## config.mk

```make
export PLATFORM = sky130hd
export DESIGN_NAME = pipeline_ctrl
export DESIGN_NICKNAME = d
export VERILOG_FILES = /design/src/ctrl_pkg.sv /design/src/id_ctrl_if.sv /design/src/ex_ctrl_if.sv /design/src/instr_decoder.sv /design/src/id_ex_ctrl_reg.sv /design/src/ex_wb_ctrl.sv /design/src/pipeline_ctrl.sv
export SDC_FILE = /design/constraint.sdc
export NUM_CORES = 1
export LEC_CHECK = 0
export ABC_AREA = 1
export ABC_CLOCK_PERIOD_IN_PS = 5230
export BUFFER_PORTS_ARGS = -buffer_cell sky130_fd_sc_hd__buf_2
export CAP_MARGIN = 20
export CORE_UTILIZATION = 45
export DETAILED_ROUTE_END_ITERATION = 8
export GPL_ROUTABILITY_DRIVEN = 1
export PLACE_DENSITY = 0.72
export SLEW_MARGIN = 20
export SYNTH_ARGS = -nofsm -noshare
export SYNTH_HDL_FRONTEND = slang
export SYNTH_SLANG_ARGS = --single-unit
```

## constraint.sdc

```tcl
create_clock -name clk -period 5.23 [get_ports clk]
set_input_delay 0.2615 -clock clk [delete_from_list [all_inputs] [get_ports clk]]
set_output_delay 0.2615 -clock clk [all_outputs]
set_load 0.05 [all_outputs]
```

## src/ctrl_pkg.sv

```systemverilog
package ctrl_pkg;

  localparam int XLEN_INST  = 32;
  localparam int REG_ADDR_W = 5;
  localparam int ECODE_W    = 4;

  // Base opcodes, SYSTEM left out on purpose
  localparam logic [6:0] OPC_LOAD     = 7'b0000011;
  localparam logic [6:0] OPC_STORE    = 7'b0100011;
  localparam logic [6:0] OPC_BRANCH   = 7'b1100011;
  localparam logic [6:0] OPC_JAL      = 7'b1101111;
  localparam logic [6:0] OPC_JALR     = 7'b1100111;
  localparam logic [6:0] OPC_MISC_MEM = 7'b0001111;
  localparam logic [6:0] OPC_OP_IMM   = 7'b0010011;
  localparam logic [6:0] OPC_OP       = 7'b0110011;
  localparam logic [6:0] OPC_AUIPC    = 7'b0010111;
  localparam logic [6:0] OPC_LUI      = 7'b0110111;

  localparam logic [2:0] FUNCT3_BEQ  = 3'b000;
  localparam logic [2:0] FUNCT3_BNE  = 3'b001;
  localparam logic [2:0] FUNCT3_BLT  = 3'b100;
  localparam logic [2:0] FUNCT3_BGE  = 3'b101;
  localparam logic [2:0] FUNCT3_BLTU = 3'b110;
  localparam logic [2:0] FUNCT3_BGEU = 3'b111;

  localparam logic [2:0] FUNCT3_ADD_SUB = 3'b000;
  localparam logic [2:0] FUNCT3_SLL     = 3'b001;
  localparam logic [2:0] FUNCT3_SLT     = 3'b010;
  localparam logic [2:0] FUNCT3_SLTU    = 3'b011;
  localparam logic [2:0] FUNCT3_XOR     = 3'b100;
  localparam logic [2:0] FUNCT3_SRA_SRL = 3'b101;
  localparam logic [2:0] FUNCT3_OR      = 3'b110;
  localparam logic [2:0] FUNCT3_AND     = 3'b111;

  localparam logic [2:0] FUNCT3_FENCE = 3'b000;

  localparam logic [6:0] FUNCT7_ALT = 7'b0100000;  // SUB and SRA

  localparam logic [ECODE_W-1:0] ECODE_ILLEGAL_INST = 4'd2;

  typedef enum logic [3:0] {
    ALU_OP_ADD, ALU_OP_SUB, ALU_OP_SLL, ALU_OP_SLT, ALU_OP_SLTU,
    ALU_OP_XOR, ALU_OP_SRL, ALU_OP_SRA, ALU_OP_OR, ALU_OP_AND,
    ALU_OP_SEQ, ALU_OP_SNE, ALU_OP_SGE, ALU_OP_SGEU, ALU_OP_SRCB
  } alu_op_t;

  typedef enum logic [1:0] {IMM_I, IMM_S, IMM_U, IMM_J} imm_type_t;

  typedef enum logic {SRC_A_RS1, SRC_A_PC} src_a_sel_t;

  typedef enum logic [1:0] {SRC_B_RS2, SRC_B_IMM, SRC_B_FOUR} src_b_sel_t;

  typedef enum logic [1:0] {WB_SRC_ALU, WB_SRC_MEM, WB_SRC_MALU} wb_src_sel_t;

  typedef enum logic [2:0] {
    PC_PLUS_FOUR, PC_BRANCH_TARGET, PC_JAL_TARGET, PC_JALR_TARGET, PC_HANDLER
  } pc_src_sel_t;

  typedef struct packed {
    logic [6:0]            funct7;
    logic [REG_ADDR_W-1:0] rs2;
    logic [REG_ADDR_W-1:0] rs1;
    logic [2:0]            funct3;
    logic [REG_ADDR_W-1:0] rd;
    logic [6:0]            opcode;
  } r_fmt_t;

  typedef struct packed {
    logic [11:0]           imm12;
    logic [REG_ADDR_W-1:0] rs1;
    logic [2:0]            funct3;
    logic [REG_ADDR_W-1:0] rd;
    logic [6:0]            opcode;
  } i_fmt_t;

  typedef union packed {
    r_fmt_t r_fmt;
    i_fmt_t i_fmt;
  } instr_t;

endpackage

```

## src/id_ctrl_if.sv

```systemverilog
`timescale 1ns/1ps

interface id_ctrl_if
  import ctrl_pkg::*;
();

  alu_op_t               alu_op;
  src_a_sel_t            src_a_sel;
  src_b_sel_t            src_b_sel;
  wb_src_sel_t           wb_src_sel;
  logic [2:0]            dmem_size;
  logic [2:0]            dmem_type;
  logic                  branch_op;
  logic                  jal;
  logic                  jalr;
  logic                  dmem_en;
  logic                  dmem_wen;
  logic                  wr_reg;
  logic                  illegal;
  logic [REG_ADDR_W-1:0] rd;
  logic [REG_ADDR_W-1:0] rs1;       // Hazard compare only
  logic [REG_ADDR_W-1:0] rs2;
  logic                  uses_rs1;
  logic                  uses_rs2;

  modport decoder (
    output alu_op, src_a_sel, src_b_sel, wb_src_sel, dmem_size, dmem_type,
           branch_op, jal, jalr, dmem_en, dmem_wen, wr_reg, illegal,
           rd, rs1, rs2, uses_rs1, uses_rs2
  );

  modport stage (
    input alu_op, src_a_sel, src_b_sel, wb_src_sel, dmem_size, dmem_type,
          branch_op, jal, jalr, dmem_en, dmem_wen, wr_reg, illegal, rd
  );

endinterface

```

## src/ex_ctrl_if.sv

```systemverilog
`timescale 1ns/1ps

interface ex_ctrl_if
  import ctrl_pkg::*;
();

  logic                  valid;
  alu_op_t               alu_op;
  src_a_sel_t            src_a_sel;
  src_b_sel_t            src_b_sel;
  wb_src_sel_t           wb_src_sel;
  logic                  branch_op;
  logic                  jal;
  logic                  jalr;
  logic                  dmem_en;
  logic                  dmem_wen;
  logic [2:0]            dmem_size;
  logic [2:0]            dmem_type;
  logic                  wr_reg;
  logic                  illegal;
  logic [REG_ADDR_W-1:0] rd;

  // Back from the EX/WB controller
  logic                  stall_ex;
  logic                  kill_id;

  modport stage (
    output valid, alu_op, src_a_sel, src_b_sel, wb_src_sel, branch_op, jal, jalr,
           dmem_en, dmem_wen, dmem_size, dmem_type, wr_reg, illegal, rd,
    input  stall_ex, kill_id
  );

  modport control (
    input  valid, alu_op, src_a_sel, src_b_sel, wb_src_sel, branch_op, jal, jalr,
           dmem_en, dmem_wen, dmem_size, dmem_type, wr_reg, illegal, rd,
    output stall_ex, kill_id
  );

endinterface

```

## src/instr_decoder.sv

```systemverilog
`timescale 1ns/1ps

module instr_decoder
  import ctrl_pkg::*;
(
  input  instr_t     inst,
  id_ctrl_if.decoder ctrl,
  output imm_type_t  imm_type
);

  logic [6:0] opcode;
  logic [2:0] funct3;
  logic       is_slt;
  alu_op_t    srl_or_sra;
  alu_op_t    alu_op_arith;

  assign opcode = inst.r_fmt.opcode;
  assign funct3 = inst.r_fmt.funct3;
  assign is_slt = (funct3 == FUNCT3_SLT) || (funct3 == FUNCT3_SLTU);

  assign ctrl.rd        = inst.r_fmt.rd;
  assign ctrl.rs1       = inst.r_fmt.rs1;
  assign ctrl.rs2       = inst.r_fmt.rs2;
  assign ctrl.dmem_size = {1'b0, funct3[1:0]};
  assign ctrl.dmem_type = funct3;  // Bit 2 marks unsigned loads

  assign srl_or_sra = (inst.r_fmt.funct7 == FUNCT7_ALT) ? ALU_OP_SRA : ALU_OP_SRL;

  always_comb begin
    case (funct3)
      FUNCT3_ADD_SUB: alu_op_arith = ALU_OP_ADD;
      FUNCT3_SLL:     alu_op_arith = ALU_OP_SLL;
      FUNCT3_SLT:     alu_op_arith = ALU_OP_SLT;
      FUNCT3_SLTU:    alu_op_arith = ALU_OP_SLTU;
      FUNCT3_XOR:     alu_op_arith = ALU_OP_XOR;
      FUNCT3_SRA_SRL: alu_op_arith = srl_or_sra;
      FUNCT3_OR:      alu_op_arith = ALU_OP_OR;
      default:        alu_op_arith = ALU_OP_AND;
    endcase
  end

  always_comb begin
    ctrl.alu_op     = ALU_OP_SRCB;
    ctrl.src_a_sel  = SRC_A_RS1;
    ctrl.src_b_sel  = SRC_B_IMM;
    ctrl.wb_src_sel = WB_SRC_MALU;
    ctrl.branch_op  = 1'b0;
    ctrl.jal        = 1'b0;
    ctrl.jalr       = 1'b0;
    ctrl.dmem_en    = 1'b0;
    ctrl.dmem_wen   = 1'b0;
    ctrl.wr_reg     = 1'b0;
    ctrl.illegal    = 1'b0;
    ctrl.uses_rs1   = 1'b1;
    ctrl.uses_rs2   = 1'b0;
    imm_type        = IMM_I;
    case (opcode)
      OPC_LOAD: begin
        ctrl.alu_op     = ALU_OP_ADD;  // Address offset
        ctrl.dmem_en    = 1'b1;
        ctrl.wr_reg     = 1'b1;
        ctrl.wb_src_sel = WB_SRC_MEM;
      end
      OPC_STORE: begin
        ctrl.alu_op   = ALU_OP_ADD;
        ctrl.uses_rs2 = 1'b1;
        ctrl.dmem_en  = 1'b1;
        ctrl.dmem_wen = 1'b1;
        imm_type      = IMM_S;
      end
      OPC_BRANCH: begin
        ctrl.uses_rs2  = 1'b1;
        ctrl.src_b_sel = SRC_B_RS2;
        ctrl.branch_op = 1'b1;
        case (funct3)
          FUNCT3_BEQ:  ctrl.alu_op = ALU_OP_SEQ;
          FUNCT3_BNE:  ctrl.alu_op = ALU_OP_SNE;
          FUNCT3_BLT:  ctrl.alu_op = ALU_OP_SLT;
          FUNCT3_BGE:  ctrl.alu_op = ALU_OP_SGE;
          FUNCT3_BLTU: ctrl.alu_op = ALU_OP_SLTU;
          FUNCT3_BGEU: ctrl.alu_op = ALU_OP_SGEU;
          default:     ctrl.illegal = 1'b1;
        endcase
      end
      OPC_JAL, OPC_JALR: begin
        // Link value is PC + 4
        ctrl.alu_op     = ALU_OP_ADD;
        ctrl.src_a_sel  = SRC_A_PC;
        ctrl.src_b_sel  = SRC_B_FOUR;
        ctrl.wb_src_sel = WB_SRC_ALU;
        ctrl.wr_reg     = 1'b1;
        if (opcode == OPC_JAL) begin
          ctrl.jal      = 1'b1;
          ctrl.uses_rs1 = 1'b0;
          imm_type      = IMM_J;
        end else begin
          ctrl.jalr    = 1'b1;
          ctrl.illegal = (inst.i_fmt.funct3 != 3'b000);
        end
      end
      OPC_MISC_MEM: begin
        // Plain FENCE is a no-op here
        ctrl.illegal = (inst.i_fmt.funct3 != FUNCT3_FENCE) ||
                       (inst.i_fmt.imm12[11:8] != 4'b0000) ||
                       (inst.i_fmt.rs1 != '0) || (inst.i_fmt.rd != '0);
      end
      OPC_OP_IMM: begin
        ctrl.wr_reg = 1'b1;
        ctrl.alu_op = alu_op_arith;
        if (is_slt)
          ctrl.wb_src_sel = WB_SRC_ALU;
        if ((funct3 == FUNCT3_ADD_SUB) &&
            ((inst.r_fmt.rs1 == '0) || (inst.i_fmt.imm12 == '0)))
          ctrl.alu_op = ALU_OP_XOR;  // Move or load immediate
      end
      OPC_OP: begin
        ctrl.uses_rs2  = 1'b1;
        ctrl.src_b_sel = SRC_B_RS2;
        ctrl.wr_reg    = 1'b1;
        ctrl.alu_op    = alu_op_arith;
        if (is_slt)
          ctrl.wb_src_sel = WB_SRC_ALU;
        if ((funct3 == FUNCT3_ADD_SUB) && (inst.r_fmt.funct7 == FUNCT7_ALT))
          ctrl.alu_op = ALU_OP_SUB;
      end
      OPC_AUIPC: begin
        ctrl.alu_op     = ALU_OP_ADD;
        ctrl.uses_rs1   = 1'b0;
        ctrl.src_a_sel  = SRC_A_PC;
        ctrl.wb_src_sel = WB_SRC_ALU;
        ctrl.wr_reg     = 1'b1;
        imm_type        = IMM_U;
      end
      OPC_LUI: begin
        ctrl.uses_rs1 = 1'b0;  // Immediate passes through
        ctrl.wr_reg   = 1'b1;
        imm_type      = IMM_U;
      end
      default: ctrl.illegal = 1'b1;
    endcase
  end

endmodule

```

## src/id_ex_ctrl_reg.sv

```systemverilog
`timescale 1ns/1ps

module id_ex_ctrl_reg
  import ctrl_pkg::*;
(
  input  logic     clk,
  input  logic     reset,
  id_ctrl_if.stage id,
  ex_ctrl_if.stage ex
);

  logic load;

  assign load = !ex.stall_ex && !ex.kill_id;

  // Flags drop to a bubble on kill
  always_ff @(posedge clk) begin
    if (reset) begin
      ex.valid     <= 1'b0;
      ex.branch_op <= 1'b0;
      ex.jal       <= 1'b0;
      ex.jalr      <= 1'b0;
      ex.dmem_en   <= 1'b0;
      ex.dmem_wen  <= 1'b0;
      ex.wr_reg    <= 1'b0;
      ex.illegal   <= 1'b0;
    end else if (!ex.stall_ex) begin
      ex.valid     <= !ex.kill_id;
      ex.branch_op <= id.branch_op && !ex.kill_id;
      ex.jal       <= id.jal && !ex.kill_id;
      ex.jalr      <= id.jalr && !ex.kill_id;
      ex.dmem_en   <= id.dmem_en && !ex.kill_id;
      ex.dmem_wen  <= id.dmem_wen && !ex.kill_id;
      ex.wr_reg    <= id.wr_reg && !ex.kill_id;
      ex.illegal   <= id.illegal && !ex.kill_id;
    end
  end

  always_ff @(posedge clk) begin
    if (load) begin
      ex.alu_op     <= id.alu_op;
      ex.src_a_sel  <= id.src_a_sel;
      ex.src_b_sel  <= id.src_b_sel;
      ex.wb_src_sel <= id.wb_src_sel;
      ex.dmem_size  <= id.dmem_size;
      ex.dmem_type  <= id.dmem_type;
      ex.rd         <= id.rd;
    end
  end

endmodule

```

## src/ex_wb_ctrl.sv

```systemverilog
`timescale 1ns/1ps

module ex_wb_ctrl
  import ctrl_pkg::*;
(
  input  logic                  clk,
  input  logic                  reset,
  ex_ctrl_if.control            ex,
  input  logic [REG_ADDR_W-1:0] rs1,
  input  logic [REG_ADDR_W-1:0] rs2,
  input  logic                  uses_rs1,
  input  logic                  uses_rs2,
  input  logic                  cmp_true,
  input  logic                  dmem_wait,
  output pc_src_sel_t           pc_src_sel,
  output logic                  stall_id,
  output logic                  bypass_rs1,
  output logic                  bypass_rs2,
  output logic                  dmem_en,
  output logic                  dmem_wen,
  output logic                  wr_reg_wb,
  output logic                  exception_wb,
  output logic                  retire_wb,
  output logic [REG_ADDR_W-1:0] reg_to_wr_wb,
  output wb_src_sel_t           wb_src_sel_wb,
  output logic [ECODE_W-1:0]    exception_code_wb
);

  logic stall_wb;
  logic ex_ex;
  logic kill_ex;
  logic branch_taken;
  logic jal;
  logic jalr;
  logic redirect;
  logic wr_reg_ex;
  logic wait_rs1;
  logic wait_rs2;
  logic valid_wb;
  logic wr_reg_unkilled_wb;
  logic dmem_en_wb;

  assign stall_wb    = dmem_wait && dmem_en_wb;
  assign ex.stall_ex = stall_wb;

  assign ex_ex   = ex.valid && ex.illegal;
  assign kill_ex = stall_wb || ex_ex || exception_wb;

  assign branch_taken = ex.branch_op && cmp_true && !kill_ex;
  assign jal          = ex.jal && !kill_ex;
  assign jalr         = ex.jalr && !kill_ex;
  assign dmem_en      = ex.dmem_en && !kill_ex;
  assign dmem_wen     = ex.dmem_wen && !kill_ex;
  assign wr_reg_ex    = ex.wr_reg && !kill_ex;
  assign redirect     = branch_taken || jal || jalr;

  // RAW against EX has no bypass, so ID waits a cycle
  assign wait_rs1 = wr_reg_ex && uses_rs1 && (rs1 == ex.rd) && (rs1 != '0);
  assign wait_rs2 = wr_reg_ex && uses_rs2 && (rs2 == ex.rd) && (rs2 != '0);

  assign stall_id   = stall_wb || wait_rs1 || wait_rs2;
  assign ex.kill_id = stall_id || redirect || ex_ex || exception_wb;

  always_comb begin
    if (exception_wb)
      pc_src_sel = PC_HANDLER;
    else if (branch_taken)
      pc_src_sel = PC_BRANCH_TARGET;
    else if (jal)
      pc_src_sel = PC_JAL_TARGET;
    else if (jalr)
      pc_src_sel = PC_JALR_TARGET;
    else
      pc_src_sel = PC_PLUS_FOUR;
  end

  always_ff @(posedge clk) begin
    if (reset) begin
      valid_wb           <= 1'b0;
      wr_reg_unkilled_wb <= 1'b0;
      dmem_en_wb         <= 1'b0;
      exception_wb       <= 1'b0;
    end else if (!stall_wb) begin
      valid_wb           <= ex.valid && !exception_wb;  // Younger than a trap
      wr_reg_unkilled_wb <= wr_reg_ex;
      dmem_en_wb         <= dmem_en;
      exception_wb       <= ex_ex && !exception_wb;
    end
  end

  always_ff @(posedge clk) begin
    if (!stall_wb) begin
      reg_to_wr_wb  <= ex.rd;
      wb_src_sel_wb <= ex.wb_src_sel;
    end
  end

  assign wr_reg_wb         = wr_reg_unkilled_wb && !stall_wb;
  assign retire_wb         = valid_wb && !stall_wb && !exception_wb;
  assign exception_code_wb = exception_wb ? ECODE_ILLEGAL_INST : '0;

  assign bypass_rs1 = wr_reg_wb && uses_rs1 && (rs1 == reg_to_wr_wb) && (rs1 != '0);
  assign bypass_rs2 = wr_reg_wb && uses_rs2 && (rs2 == reg_to_wr_wb) && (rs2 != '0);

endmodule

```

## src/pipeline_ctrl.sv

```systemverilog
`timescale 1ns/1ps

module pipeline_ctrl
  import ctrl_pkg::*;
(
  input  logic                  clk,
  input  logic                  reset,
  input  instr_t                inst_id,
  input  logic                  dmem_wait,
  input  logic                  cmp_true,
  output pc_src_sel_t           pc_src_sel,
  output imm_type_t             imm_type_id,
  output logic                  bypass_rs1,
  output logic                  bypass_rs2,
  output logic                  stall_id,
  output logic                  kill_id,
  output src_a_sel_t            src_a_sel_ex,
  output src_b_sel_t            src_b_sel_ex,
  output alu_op_t               alu_op_ex,
  output logic                  dmem_en,
  output logic                  dmem_wen,
  output logic [2:0]            dmem_size,
  output logic [2:0]            dmem_type,
  output logic                  wr_reg_wb,
  output logic [REG_ADDR_W-1:0] reg_to_wr_wb,
  output wb_src_sel_t           wb_src_sel_wb,
  output logic                  exception_wb,
  output logic [ECODE_W-1:0]    exception_code_wb,
  output logic                  retire_wb
);

  id_ctrl_if id_bus ();
  ex_ctrl_if ex_bus ();

  instr_decoder u_decoder (
    .inst     (inst_id),
    .ctrl     (id_bus.decoder),
    .imm_type (imm_type_id)
  );

  id_ex_ctrl_reg u_id_ex (
    .clk   (clk),
    .reset (reset),
    .id    (id_bus.stage),
    .ex    (ex_bus.stage)
  );

  ex_wb_ctrl u_ex_wb (
    .clk               (clk),
    .reset             (reset),
    .ex                (ex_bus.control),
    .rs1               (id_bus.rs1),  // Straight from decode for the hazard compare
    .rs2               (id_bus.rs2),
    .uses_rs1          (id_bus.uses_rs1),
    .uses_rs2          (id_bus.uses_rs2),
    .cmp_true          (cmp_true),
    .dmem_wait         (dmem_wait),
    .pc_src_sel        (pc_src_sel),
    .stall_id          (stall_id),
    .bypass_rs1        (bypass_rs1),
    .bypass_rs2        (bypass_rs2),
    .dmem_en           (dmem_en),
    .dmem_wen          (dmem_wen),
    .wr_reg_wb         (wr_reg_wb),
    .exception_wb      (exception_wb),
    .retire_wb         (retire_wb),
    .reg_to_wr_wb      (reg_to_wr_wb),
    .wb_src_sel_wb     (wb_src_sel_wb),
    .exception_code_wb (exception_code_wb)
  );

  assign kill_id      = ex_bus.kill_id;
  assign src_a_sel_ex = ex_bus.src_a_sel;
  assign src_b_sel_ex = ex_bus.src_b_sel;
  assign alu_op_ex    = ex_bus.alu_op;
  assign dmem_size    = ex_bus.dmem_size;
  assign dmem_type    = ex_bus.dmem_type;

endmodule

```

== After elaboration in Yosys (flattened, before gate mapping) ==
Index checks and enable logic that the tools add are counted.
Storage, ports and cells
  logic and storage cells: 146
  register bits after elaboration: 38
Cells by class
  eq/ne operators: 22
  multiplexer cells: 30
  reduce and logical (&&, ||, !) cells: 73
Operator list (number)
  1-bit logical AND: 36
  7-bit by 6-bit == test with 1-bit output, second input constant: 4
  4-bit one-hot mux with 7 select lines: 1
  4-bit one-hot mux with 6 select lines: 1
  7-bit == test, second input constant: 3
  5-bit == test: 4
  4-bit one-hot mux with 4 select lines: 1
  5-bit nonzero test: 3
  7-bit by 5-bit == test with 1-bit output, second input constant: 2
  1-bit logical OR: 14
  1-bit 2-to-1 mux: 13
  3-bit == test, second input constant: 4
  12-bit zero test: 1
  2-bit one-hot mux with 3 select lines: 2
  6-bit OR reduction: 2
  2-bit OR reduction: 5
  3-bit 2-to-1 mux: 3
  2-bit 2-to-1 mux: 4
  4-bit 2-to-1 mux: 2
  7-bit by 2-bit == test with 1-bit output, second input constant: 1
  7-bit by 4-bit == test with 1-bit output, second input constant: 1
  7-bit OR reduction: 1
  3-bit by 2-bit == test with 1-bit output, second input constant: 2
  3-bit OR reduction: 2
  other kinds (10): 13

== Longest topological paths before layout ==
Gate-level depths: netlist of the first run.
  depth after elaboration: 15
  depth in mapped cells: 11
  gate-level depth less buffers: 11

== Cells and area by module ==
From an unflattened synthesis of the first run, not the netlist that was laid out.
Second synthesis, totals
  cell total of the unflattened synthesis: 344
  area total of the unflattened synthesis: 2582.5 sq um
By module, submodules not included
  ex_wb_ctrl: area an instance 932.1 sq um, instances 1, cells an instance 141, sequential area each 290.3 sq um
  id_ex_ctrl_reg: area an instance 892.1 sq um, instances 1, cells an instance 54, sequential area each 760.7 sq um
  instr_decoder: area an instance 758.2 sq um, instances 1, cells an instance 149, sequential area each 0.0 sq um

== Worst setup path before layout of the first run ==
OpenSTA, ideal clock, no wires.
  kind: reg2out
  start point: register u_ex_wb.reg_to_wr_wb[0]
  end point: output bypass_rs1
  setup slack: 2475 ps
  path buffers: 0
  arrival: 2493 ps
  cell stages (with the launch flop): 5
  data required time: 4969 ps
  cell sequence: edfxtp_1 inv_1 nand2_1 nand4_1 nor4_1
On the way
  longest elaborated chain between the ends: 3
RTL lines
  start, declared: line ex_wb_ctrl.sv:24  | output logic [REG_ADDR_W-1:0] reg_to_wr_wb,
  start signal, assigned: line ex_wb_ctrl.sv:93  | reg_to_wr_wb <= ex.rd;
  5-bit == test: line ex_wb_ctrl.sv:102  | assign bypass_rs1 = wr_reg_wb && uses_rs1 && (rs1 == reg_to_wr_wb) && (rs1 != '0);
  1-bit logical AND (2 in series): line ex_wb_ctrl.sv:102
  end, declared: line pipeline_ctrl.sv:13  | output logic bypass_rs1,
Every way passes these cells.

== Final worst setup path of the first run ==
  start point: register u_ex_wb.dmem_en_wb
  end point: register u_id_ex.ex.alu_op[1] (enable)
On the way
  longest elaborated chain between the ends: 15
  elaborated cells on any way between the ends: 24
RTL lines
  start, declared: line ex_wb_ctrl.sv:41  | logic dmem_en_wb;
  start signal, assigned: line ex_wb_ctrl.sv:86  | dmem_en_wb <= dmem_en;
  1-bit logical AND *: line ex_wb_ctrl.sv:43  | assign stall_wb = dmem_wait && dmem_en_wb;
  1-bit logical OR (2 in series): line ex_wb_ctrl.sv:47  | assign kill_ex = stall_wb || ex_ex || exception_wb;
  1-bit zero test
  1-bit logical AND: line ex_wb_ctrl.sv:54  | assign wr_reg_ex = ex.wr_reg && !kill_ex;
  1-bit logical AND (3 in series): line ex_wb_ctrl.sv:58  | assign wait_rs1 = wr_reg_ex && uses_rs1 && (rs1 == ex.rd) && (rs1 != '0);
  1-bit logical OR (2 in series): line ex_wb_ctrl.sv:61  | assign stall_id = stall_wb || wait_rs1 || wait_rs2;
  1-bit logical OR (3 in series): line ex_wb_ctrl.sv:62  | assign ex.kill_id = stall_id || redirect || ex_ex || exception_wb;
  1-bit zero test: line id_ex_ctrl_reg.sv:14  | assign load = !ex.stall_ex && !ex.kill_id;
  1-bit logical AND *: line id_ex_ctrl_reg.sv:14
  net u_id_ex.load: line id_ex_ctrl_reg.sv:12  | logic load;
  end, declared: line ex_ctrl_if.sv:28  | output valid, alu_op, src_a_sel, src_b_sel, wb_src_sel, branch_op, jal, jalr,
The timed path passes the listed nets; every way through them passes the cells marked *.
A chain may end at the register's enable or synchronous reset.

==> impl_metrics.ini, run 1 <==
[clock_network]
postCtsSetupRepairBufs = 0
cts_made_buffers = 5
clockBufferDepth = 2
cts_tree = yes
cts_root_buf = clkbuf_8
htreeDepth = 2
cts-resized-gates = 0
clkLatencyLatePin_ns = 0.29
clk_pin_slew_ns = 0.07
clkSinkCount = 36
ctsHoldBuffers = 0

[sta]
worst_slack_ns = 3.12
tns_ns = 0
final-max-slew-violation-count = 0
holdWs_ns = 0.163
tightestPinTransition_ns = 0.659
rsz0062_at_grt = false
fin_crit_sh = 0.404
hold_violations = 0
clock_skew_ns = 0.00632
period_minus_slack_ns = 2.11
slew_headroom = 0.560
setup_violations = 0
max_freq_mhz = 473

[logic_synthesis]
synth-simple-area-share = 0.367
synth_xor_area_frac = 0.00767
synthTopCellsByArea = edfxtp_1 (32%), nand2_1 (15%), dfxtp_1 (11%)
syn_area_per_cell_um2 = 7.14
muxShareOfSynthArea = 0
synth_top_area_share = 0.316
synth_top_family_by_area = simple AND/OR/NAND/NOR gates
seq_area_frac_synth = 0.421
ys_seq_elements = 36
synth_cell_type_count = 32
synth_compound_area_frac = 0.0795
synthAdderAreaFrac = 0
yosys.area.top_type = edfxtp_1
yosys_warnings = 0
syn_area_um2 = 2280
netlist_instances = 320

[grt]
grt_max_degree = 23
grt_pass1_vias = 1910
grt_pass1_wl_um = 8570
track_usage = 0.211
antenna_found_initial = 0
overflow = 0

[power]
comb_power_share = 0.244
vdd_drop_max_uv = 123
p_clk_frac = 0.280
sw_frac_of_total = 0.333
switchingPower_uw = 238
pwr_density_cell_nw_per_um2 = 261
leakage_nw = 1.46
report.power.total_uw = 717
internal_power_uw = 478
pwr-share-seq = 0.475

[routing]
routed_wl_um = 5450
vias_per_cell = 4.92
routedWlPerCell_um = 11.9
num_vias = 2245
dr.pass1.iters = 4
drc = 0
ant_nets = 0
drt_iter0_drc = 124

[worst_hold_path]
hold_depth = 1
min_path_type = input port to register
worstHoldStart = inst_id[8]
hold_end = u_id_ex.ex.rd[1]

[placement]
dpl_cell_area_um2 = 2650
place.gp.congestion = 0.916
io_buffers = 69
place_inst = 448
pre_cts_slack_ns = 3.03
dp_hpwl_um = 4340

[critical_path]
path_class = register to register
rr_worst_depth = 6
critical_path.startpoint = u_ex_wb.dmem_en_wb
cp.required_ns = 5.16
cp-end-kind = register
reg2reg_to = u_id_ex.ex.alu_op[1]
reg2reg_setup_slack_ns = 3.12
start_kind = register
r2r_start = u_ex_wb.dmem_en_wb
cp.arrival_ns = 2.04
worstPathMaxFanout = 22

[job]
max_cap_viol_count = 0

[die]
coreArea_um2 = 4820
initial_core_util = 0.474
io_pins = 74
num_rows = 25
dieWidth_um = 73.2
die_h_um = 73.2
die_area_um2 = 5360

[final_layout]
fin_util = 0.569
stdcell_area_um2 = 2740
largestRegisters = u_ex_wb.reg_to_wr_wb: 5 flops, u_id_ex.ex.rd: 5 flops, u_id_ex.ex.alu_op: 4 flops
drive_above_1_share = 0.249
area_growth_pct = 20.1
stdcell_count = 456
diodes = 0
final_nets = 424

[outcome]
status = completed
==> worst max-delay path by stage <==
stage	slack [ns]	endpoint
CTS	3.10	u_id_ex.ex.rd[1]
global placement	3.10	u_id_ex.ex.alu_op[3]
finish	3.12	u_id_ex.ex.alu_op[1]
floorplan	2.48	bypass_rs1
global route	2.93	u_id_ex.ex.rd[0]
detailed placement	3.03	u_id_ex.ex.dmem_type[2]
==> metal layers <==
metal / GRT usage / wire length, um
met5: 0 / 0
met4: 0.0763 / 116
met2: 0.361 / 2610
met3: 0.0414 / 300
met1: 0.264 / 2420
==> cell families after synthesis <==
logic type / after synthesis
simple gates: 184
buf+inv: 67
flops: 36
compound gates: 30
xor+xnor: 2
other cells: 1
==> power by group through the flow <==
stage | Clock, mW | Combinational [mW] | Sequential (mW)
3_5_place_dp | 0 | 0.175 | 0.347
2_1_floorplan | 0 | 0.0891 | 0.387
5_1_grt | 0.213 | 0.190 | 0.343
3_3_place_gp | 0 | 0.173 | 0.347
4_1_cts | 0.204 | 0.175 | 0.341
6_report | 0.201 | 0.175 | 0.341
==> cell usage in the layout, fill, tap and decap left out, types with 5 or more instances in the layout <==
cell type	count
a21oi_1	11
buf_2	69
clkbuf_8	6
dfxtp_1	12
edfxtp_1	24
inv_1	51
inv_2	5
nand2_1	91
nand2_2	7
nand3_1	17
nand4_1	15
nor2_1	39
o21ai_0	7
o22ai_1	5
==> worst max-delay path, stage by stage, from the launching register on <==
cell and delay [ns]:
dfxtp_1 0.35, nand2_4 0.17, nand2_2 0.17, nor2_1 0.10, nor3_4 0.32, nand3_2 0.14, inv_1 0.51
==> area by class of cell <==
class                      count  area, um2
clock buffer                   7       86.3
clock inverter                 1       3.75
fill                         492       2080
inverter                      56        210
multi-input combinational    220       1050
sequential                    36        961
tap                           67       83.8
timing repair buffer          69        345
==> synthesized netlist by cell type <==
master / instances
o211a_1: 1
nor4_1: 2
conb_1: 1
nand2_4: 2
edfxtp_1: 24
inv_1: 51
nand2_2: 7
xnor2_1: 2
clkbuf_1: 2
nor3_4: 1
buf_2: 1
dfxtp_1: 12
nor2_2: 2
a21oi_2: 1
nor2_4: 1
a22o_1: 1
nor3_1: 3
nor2_1: 39
nand3_2: 3
a21oi_1: 11
inv_2: 5
o21ai_0: 7
o22ai_1: 5
o21bai_1: 1
nand2_1: 91
a221oi_1: 1
nand3_1: 17
o211ai_1: 1
nand4_1: 15
and2_1: 1
o2111ai_1: 1
buf_4: 8
Note: power is estimated with default switching activity, not from simulation.
==> run 2: changes to the inputs <==
- ABC_CLOCK_PERIOD_IN_PS: 5230 -> 1900
- PLACE_DENSITY: 0.72 -> 0.75
- clock period: 5.23 -> 1.9 ns (I/O delays scaled with it)
==> run 2 against run 1 <==
Non-clock buffer count is 11 higher. Global-route usage increased by 0.59 points. Clock power rose to 2.5 times the previous value. Largest cell class unchanged. Critical path depth grew 1. Final cell count rose by 2.2%. Combinational power increased to 3.0 times the previous value. Die area unchanged. Register-to-register slack got worse by 2.9 ns. Setup slack lost 3.0 ns.
==> impl_metrics.ini, run 2 (same netlist as run 1, synthesis figures left out) <==
[outcome]
status = completed

[routing]
num_vias = 2251
drc = 0
routed_wl_um = 5600
routedWlPerCell_um = 12.0
ant_nets = 0
dr.pass1.iters = 4
vias_per_cell = 4.83
drt_iter0_drc = 123

[grt]
grt_pass1_wl_um = 8780
grt_max_degree = 22
overflow = 0
antenna_found_initial = 0
grt_pass1_vias = 1959
track_usage = 0.217

[sta]
clock_skew_ns = 0.00936
setup_violations = 0
worst_slack_ns = 0.118
fin_crit_sh = 0.938
hold_violations = 0
period_minus_slack_ns = 1.78
final-max-slew-violation-count = 0
holdWs_ns = 0.0159
max_freq_mhz = 561

[placement]
place.gp.congestion = 0.923
dp_hpwl_um = 4310
io_buffers = 69
place_inst = 452
pre_cts_slack_ns = 0.160

[clock_network]
cts_tree = yes
htreeDepth = 2
clkLatencyLatePin_ns = 0.29
cts_made_buffers = 5
clk_pin_slew_ns = 0.08
clockBufferDepth = 2
cts_root_buf = clkbuf_8
clkSinkCount = 36

[critical_path]
worstSetupPathDepth = 7
cp_slowest_stage_delay_ns = 0.32
cp_slowest_cell = dfxtp_1
cp_cell_sequence = nand2_4 -> buf_12 -> nand2_1 -> nor4_2 -> nand3_1 -> nor2_2 -> buf_6
path_buf_inv = 2
cp-end-kind = output port
r2r_start = u_id_ex.ex.rd[3]
path_class = register to output port
cp_top_family = simple AND/OR/NAND/NOR gates
start_kind = register
worstPathMaxFanout = 21
cp.arrival_ns = 1.69
critical_path.startpoint = u_ex_wb.dmem_en_wb
cp.required_ns = 1.80
reg2reg_setup_slack_ns = 0.19
rr_worst_depth = 11

[final_layout]
multi_input_area_um2 = 1090
area_growth_pct = 27.2
final_nets = 435
diodes = 0
regArea_um2 = 965
largestRegisters = u_ex_wb.reg_to_wr_wb: 5 flops, u_id_ex.ex.rd: 5 flops, u_id_ex.ex.alu_op: 4 flops
drive_above_1_share = 0.278
layout_common_cells = nand2_1 (91), buf_2 (66), inv_1 (50)
final_common_cell = nand2_1
stdcell_count = 466
fillerInstances = 459

[worst_hold_path]
min_path_type = input port to register
hold_depth = 1
worstHoldStart = inst_id[11]

[power]
internal_power_mw = 1.31
vdd_drop_max_uv = 408
comb_power_share = 0.268
leakage_nw = 1.52
pwr_density_cell_nw_per_um2 = 681
switchingPower_uw = 672
pwr-share-seq = 0.474
p_clk_frac = 0.258
sw_frac_of_total = 0.340

[job]
max_cap_viol_count = 0

[die]
io_pins = 74
dieWidth_um = 73.2
die_h_um = 73.2
die_area_um2 = 5360
num_rows = 25
coreArea_um2 = 4820
initial_core_util = 0.474
==> run 2: cell types whose count changed in the layout (fill, tap and decap cells not counted), moves of 2 or more <==
cell           before  now
nor4_1              2    0
buf_6               0    2
buf_4               0    6
nor2_1             39   36
buf_12              0    2
nor2_2              2    5
dlygate4sd3_1       0    4
buf_2              69   66
==> run 2: metrics by stage <==
stage,total power [mW],setup TNS [ns],utilization,area [um2]
after global placement,1.45,0,0.566,2730
after global routing,2.07,-0.00477,0.603,2910
after detailed placement,1.46,0,0.566,2730
final,1.98,0,0.603,2910
after CTS,1.97,0,0.590,2840
after floorplan,1.32,0,-,2330
==> run 2: timing repair <==
action,in CTS,in global routing
setup endpoints to repair,1,22
gates resized for setup,2,11
pin swaps,0,1
setup buffers,0,3
hold buffers,3,1
hold endpoints to repair,3,1
==> run 2: final cells by class <==
type | instances | share of cell area
tap | 67 | 0.0289
multi-input combinational | 220 | 0.374
clock buffer | 6 | 0.0250
sequential | 36 | 0.332
timing repair buffer | 80 | 0.165
inverter | 56 | 0.0736
clock inverter | 1 | 0.00172
==> run 2: worst reg2reg max path, stage by stage (launching register included) <==
cell and delay (ns):
edfxtp_1 0.44, inv_1 0.10, nand2_1 0.06, nand2_1 0.06, nand3_1 0.08, nor2_1 0.13, nand2_2 0.06, nand2_2 0.08
nand2_4 0.09, nand3_4 0.10, clkinvlp_4 0.11, buf_12 0.16
==> run 2: power by group through the flow <==
stage               Combinational, mW  Clock (mW)  Sequential (mW)
floorplan                       0.254           0             1.06
global placement                0.499           0            0.953
detailed placement              0.505           0            0.953
CTS                             0.512       0.525            0.936
global route                    0.570       0.558            0.944
finish                          0.530       0.510            0.937
==> run 2: path summary, 6_finish.rpt <==
kind | end
setup / recovery | bypass_rs2
hold / removal | u_id_ex.ex.rd[4]
setup reg to reg | u_id_ex.ex.dmem_type[1]
hold reg to reg | u_ex_wb.wb_src_sel_wb[0]
==> run 2: layer usage <==
layer / global-route usage / share of wire / vias up
li1: - / - / 1180
met1: 0.280 / 0.44 / 1019
met2: 0.377 / 0.51 / 46
met3: 0.0414 / 0.041 / 6
met4: 0.0458 / 0.0089 / 0
met5: 0 / 0 / -
==> run 3: changes to the inputs <==
- ABC_CLOCK_PERIOD_IN_PS: 1900 -> 2150
- CTS_BUF_LIST: default -> sky130_fd_sc_hd__clkbuf_16
- PLACE_DENSITY: 0.75 -> 0.72
- SETUP_SLACK_MARGIN: default -> 0.3
- clock period: 1.9 -> 2.15 ns (I/O delays scaled with it)
==> run 3 against run 2 <==
Sequential power down 11%. Register-to-register slack better by 0.18 ns. Clock-buffer cell count unchanged. Design area up 2.4%. Largest cell class unchanged. Highest routed layer unchanged.
==> impl_metrics.ini, run 3 (same netlist as run 1, synthesis figures left out) <==
[grt]
antenna_found_initial = 0
grt_max_degree = 22
grt_pass1_vias = 1988
grt_pass1_wl_um = 9170
overflow = 0
track_usage = 0.227

[critical_path]
r2r_start = u_id_ex.ex.rd[0]
reg2reg_to = u_id_ex.ex.dmem_type[0]
cp.arrival_ns = 1.69
path_class = register to output port
rr_worst_depth = 9
worstPathMaxFanout = 7
cp.required_ns = 2.04
start_kind = register
reg2reg_setup_slack_ns = 0.37
cp-end-kind = output port

[routing]
top_layer = met4
dr_wl_met3_um = 298
dr.pass1.iters = 4
vias_per_cell = 4.92
wl_met1_um = 2630
drc = 0
drt_iter0_drc = 121
ant_nets = 0
wl_met2_um = 2710
num_vias = 2281
routed_wl_um = 5750
routedWlPerCell_um = 12.4

[final_layout]
final_nets = 432
fillerInstances = 460
diodes = 0
drive_above_1_share = 0.292
final_common_cell = nand2_1
layout_common_cells = nand2_1 (91), buf_2 (65), inv_1 (49)
stdcell_count = 464
area_growth_pct = 30.3
stdcell_area_um2 = 2980
largestRegisters = u_ex_wb.reg_to_wr_wb: 5 flops, u_id_ex.ex.rd: 5 flops, u_id_ex.ex.alu_op: 4 flops

[sta]
fin_crit_sh = 0.836
clock_skew_ns = 0.00704
hold_violations = 0
rsz0062_at_grt = true
tns_ns = 0
setup_violations = 0
max_freq_mhz = 556
period_minus_slack_ns = 1.80
final-max-slew-violation-count = 0
holdWs_ns = 0.0215

[die]
die_h_um = 73.2
dieWidth_um = 73.2
initial_core_util = 0.474
num_rows = 25
die_area_um2 = 5360
coreArea_um2 = 4820
io_pins = 74

[placement]
io_buffers = 69
dpl_cell_area_um2 = 2710
dp_hpwl_um = 4420
place_inst = 450
place.gp.congestion = 0.900

[worst_hold_path]
worstHoldStart = inst_id[8]
hold_end = u_id_ex.ex.rd[1]
hold_depth = 1
min_path_type = input port to register

[clock_network]
clkLatencyLatePin_ns = 0.28
cts_tree = yes
cts_made_buffers = 5
clkSinkCount = 36
htreeDepth = 2
cts_root_buf = clkbuf_16
clockBufferDepth = 2
clk_pin_slew_ns = 0.05

[power]
leakage_nw = 1.55
pwr_density_cell_nw_per_um2 = 696
vdd_drop_max_uv = 516
report.power.total_mw = 2.07

[outcome]
status = completed

[job]
max_cap_viol_count = 0
run 3: cell count changes in the layout (fill, tap and decap cells not counted), moves of 2 or more:
cell / change
dlygate4sd3_1: -4
nor2_4: +2
buf_8: +2
clkbuf_8: -5
clkbuf_16: +6
run 3: repair_timing:
action                                  in CTS  in global routing
buffers inserted                             2                  4
hold buffers                                 0                  0
endpoints found under the setup margin      20                 22
gates resized for setup                      3                 12
pin swaps                                    1                  7
run 3: worst max path at each step:
stage | to | from | slack, ns
after floorplan | u_id_ex.ex.alu_op[0] | u_ex_wb.exception_wb | 0.28
after global placement | u_id_ex.ex.dmem_type[2] | u_id_ex.ex.valid | 0.29
after detailed placement | u_id_ex.ex.dmem_type[0] | u_id_ex.ex.rd[0] | 0.24
after CTS | kill_id | u_id_ex.ex.rd[0] | 0.33
after global routing | kill_id | u_id_ex.ex.rd[1] | 0.24
final | kill_id | u_id_ex.ex.rd[0] | 0.35
run 3: routing by layer:
metal,vias to the layer above,track usage
li1,1172,-
met1,1029,0.306
met2,70,0.363
met3,10,0.0470
met4,0,0.0784
met5,-,0
run 3: where the power goes:
part           switching [mW]  total (mW)  internal [mW]
clock                   0.273       0.771          0.498
combinational           0.335       0.469          0.134
sequential             0.0331       0.830          0.797
run 3: worst max-delay path, cell delays in order (launching register included):
cell and delay [ns]:
edfxtp_1 0.46, xnor2_1 0.21, nand3_1 0.09, nor2_1 0.14, nand2_2 0.07, nand2_2 0.08, nand2_4 0.09, nand3_4 0.13
buf_8 0.16
run 3: final cells by class:
cell class | instances | area, um2 | area share
Clock buffer | 6 | 150 | 0.0505
Clock inverter | 2 | 11.3 | 0.00378
Inverter | 56 | 214 | 0.0719
Multi-Input combinational cell | 220 | 1100 | 0.370
Sequential cell | 36 | 965 | 0.324
Tap cell | 67 | 83.8 | 0.0282
Timing Repair Buffer | 77 | 450 | 0.151
run 3: stage by stage:
step	worst slack, ns	util
after floorplan	0.276	-
after global placement	0.293	0.563
after detailed placement	0.238	0.563
after CTS	0.326	0.604
after global routing	0.240	0.618
final	0.353	0.618
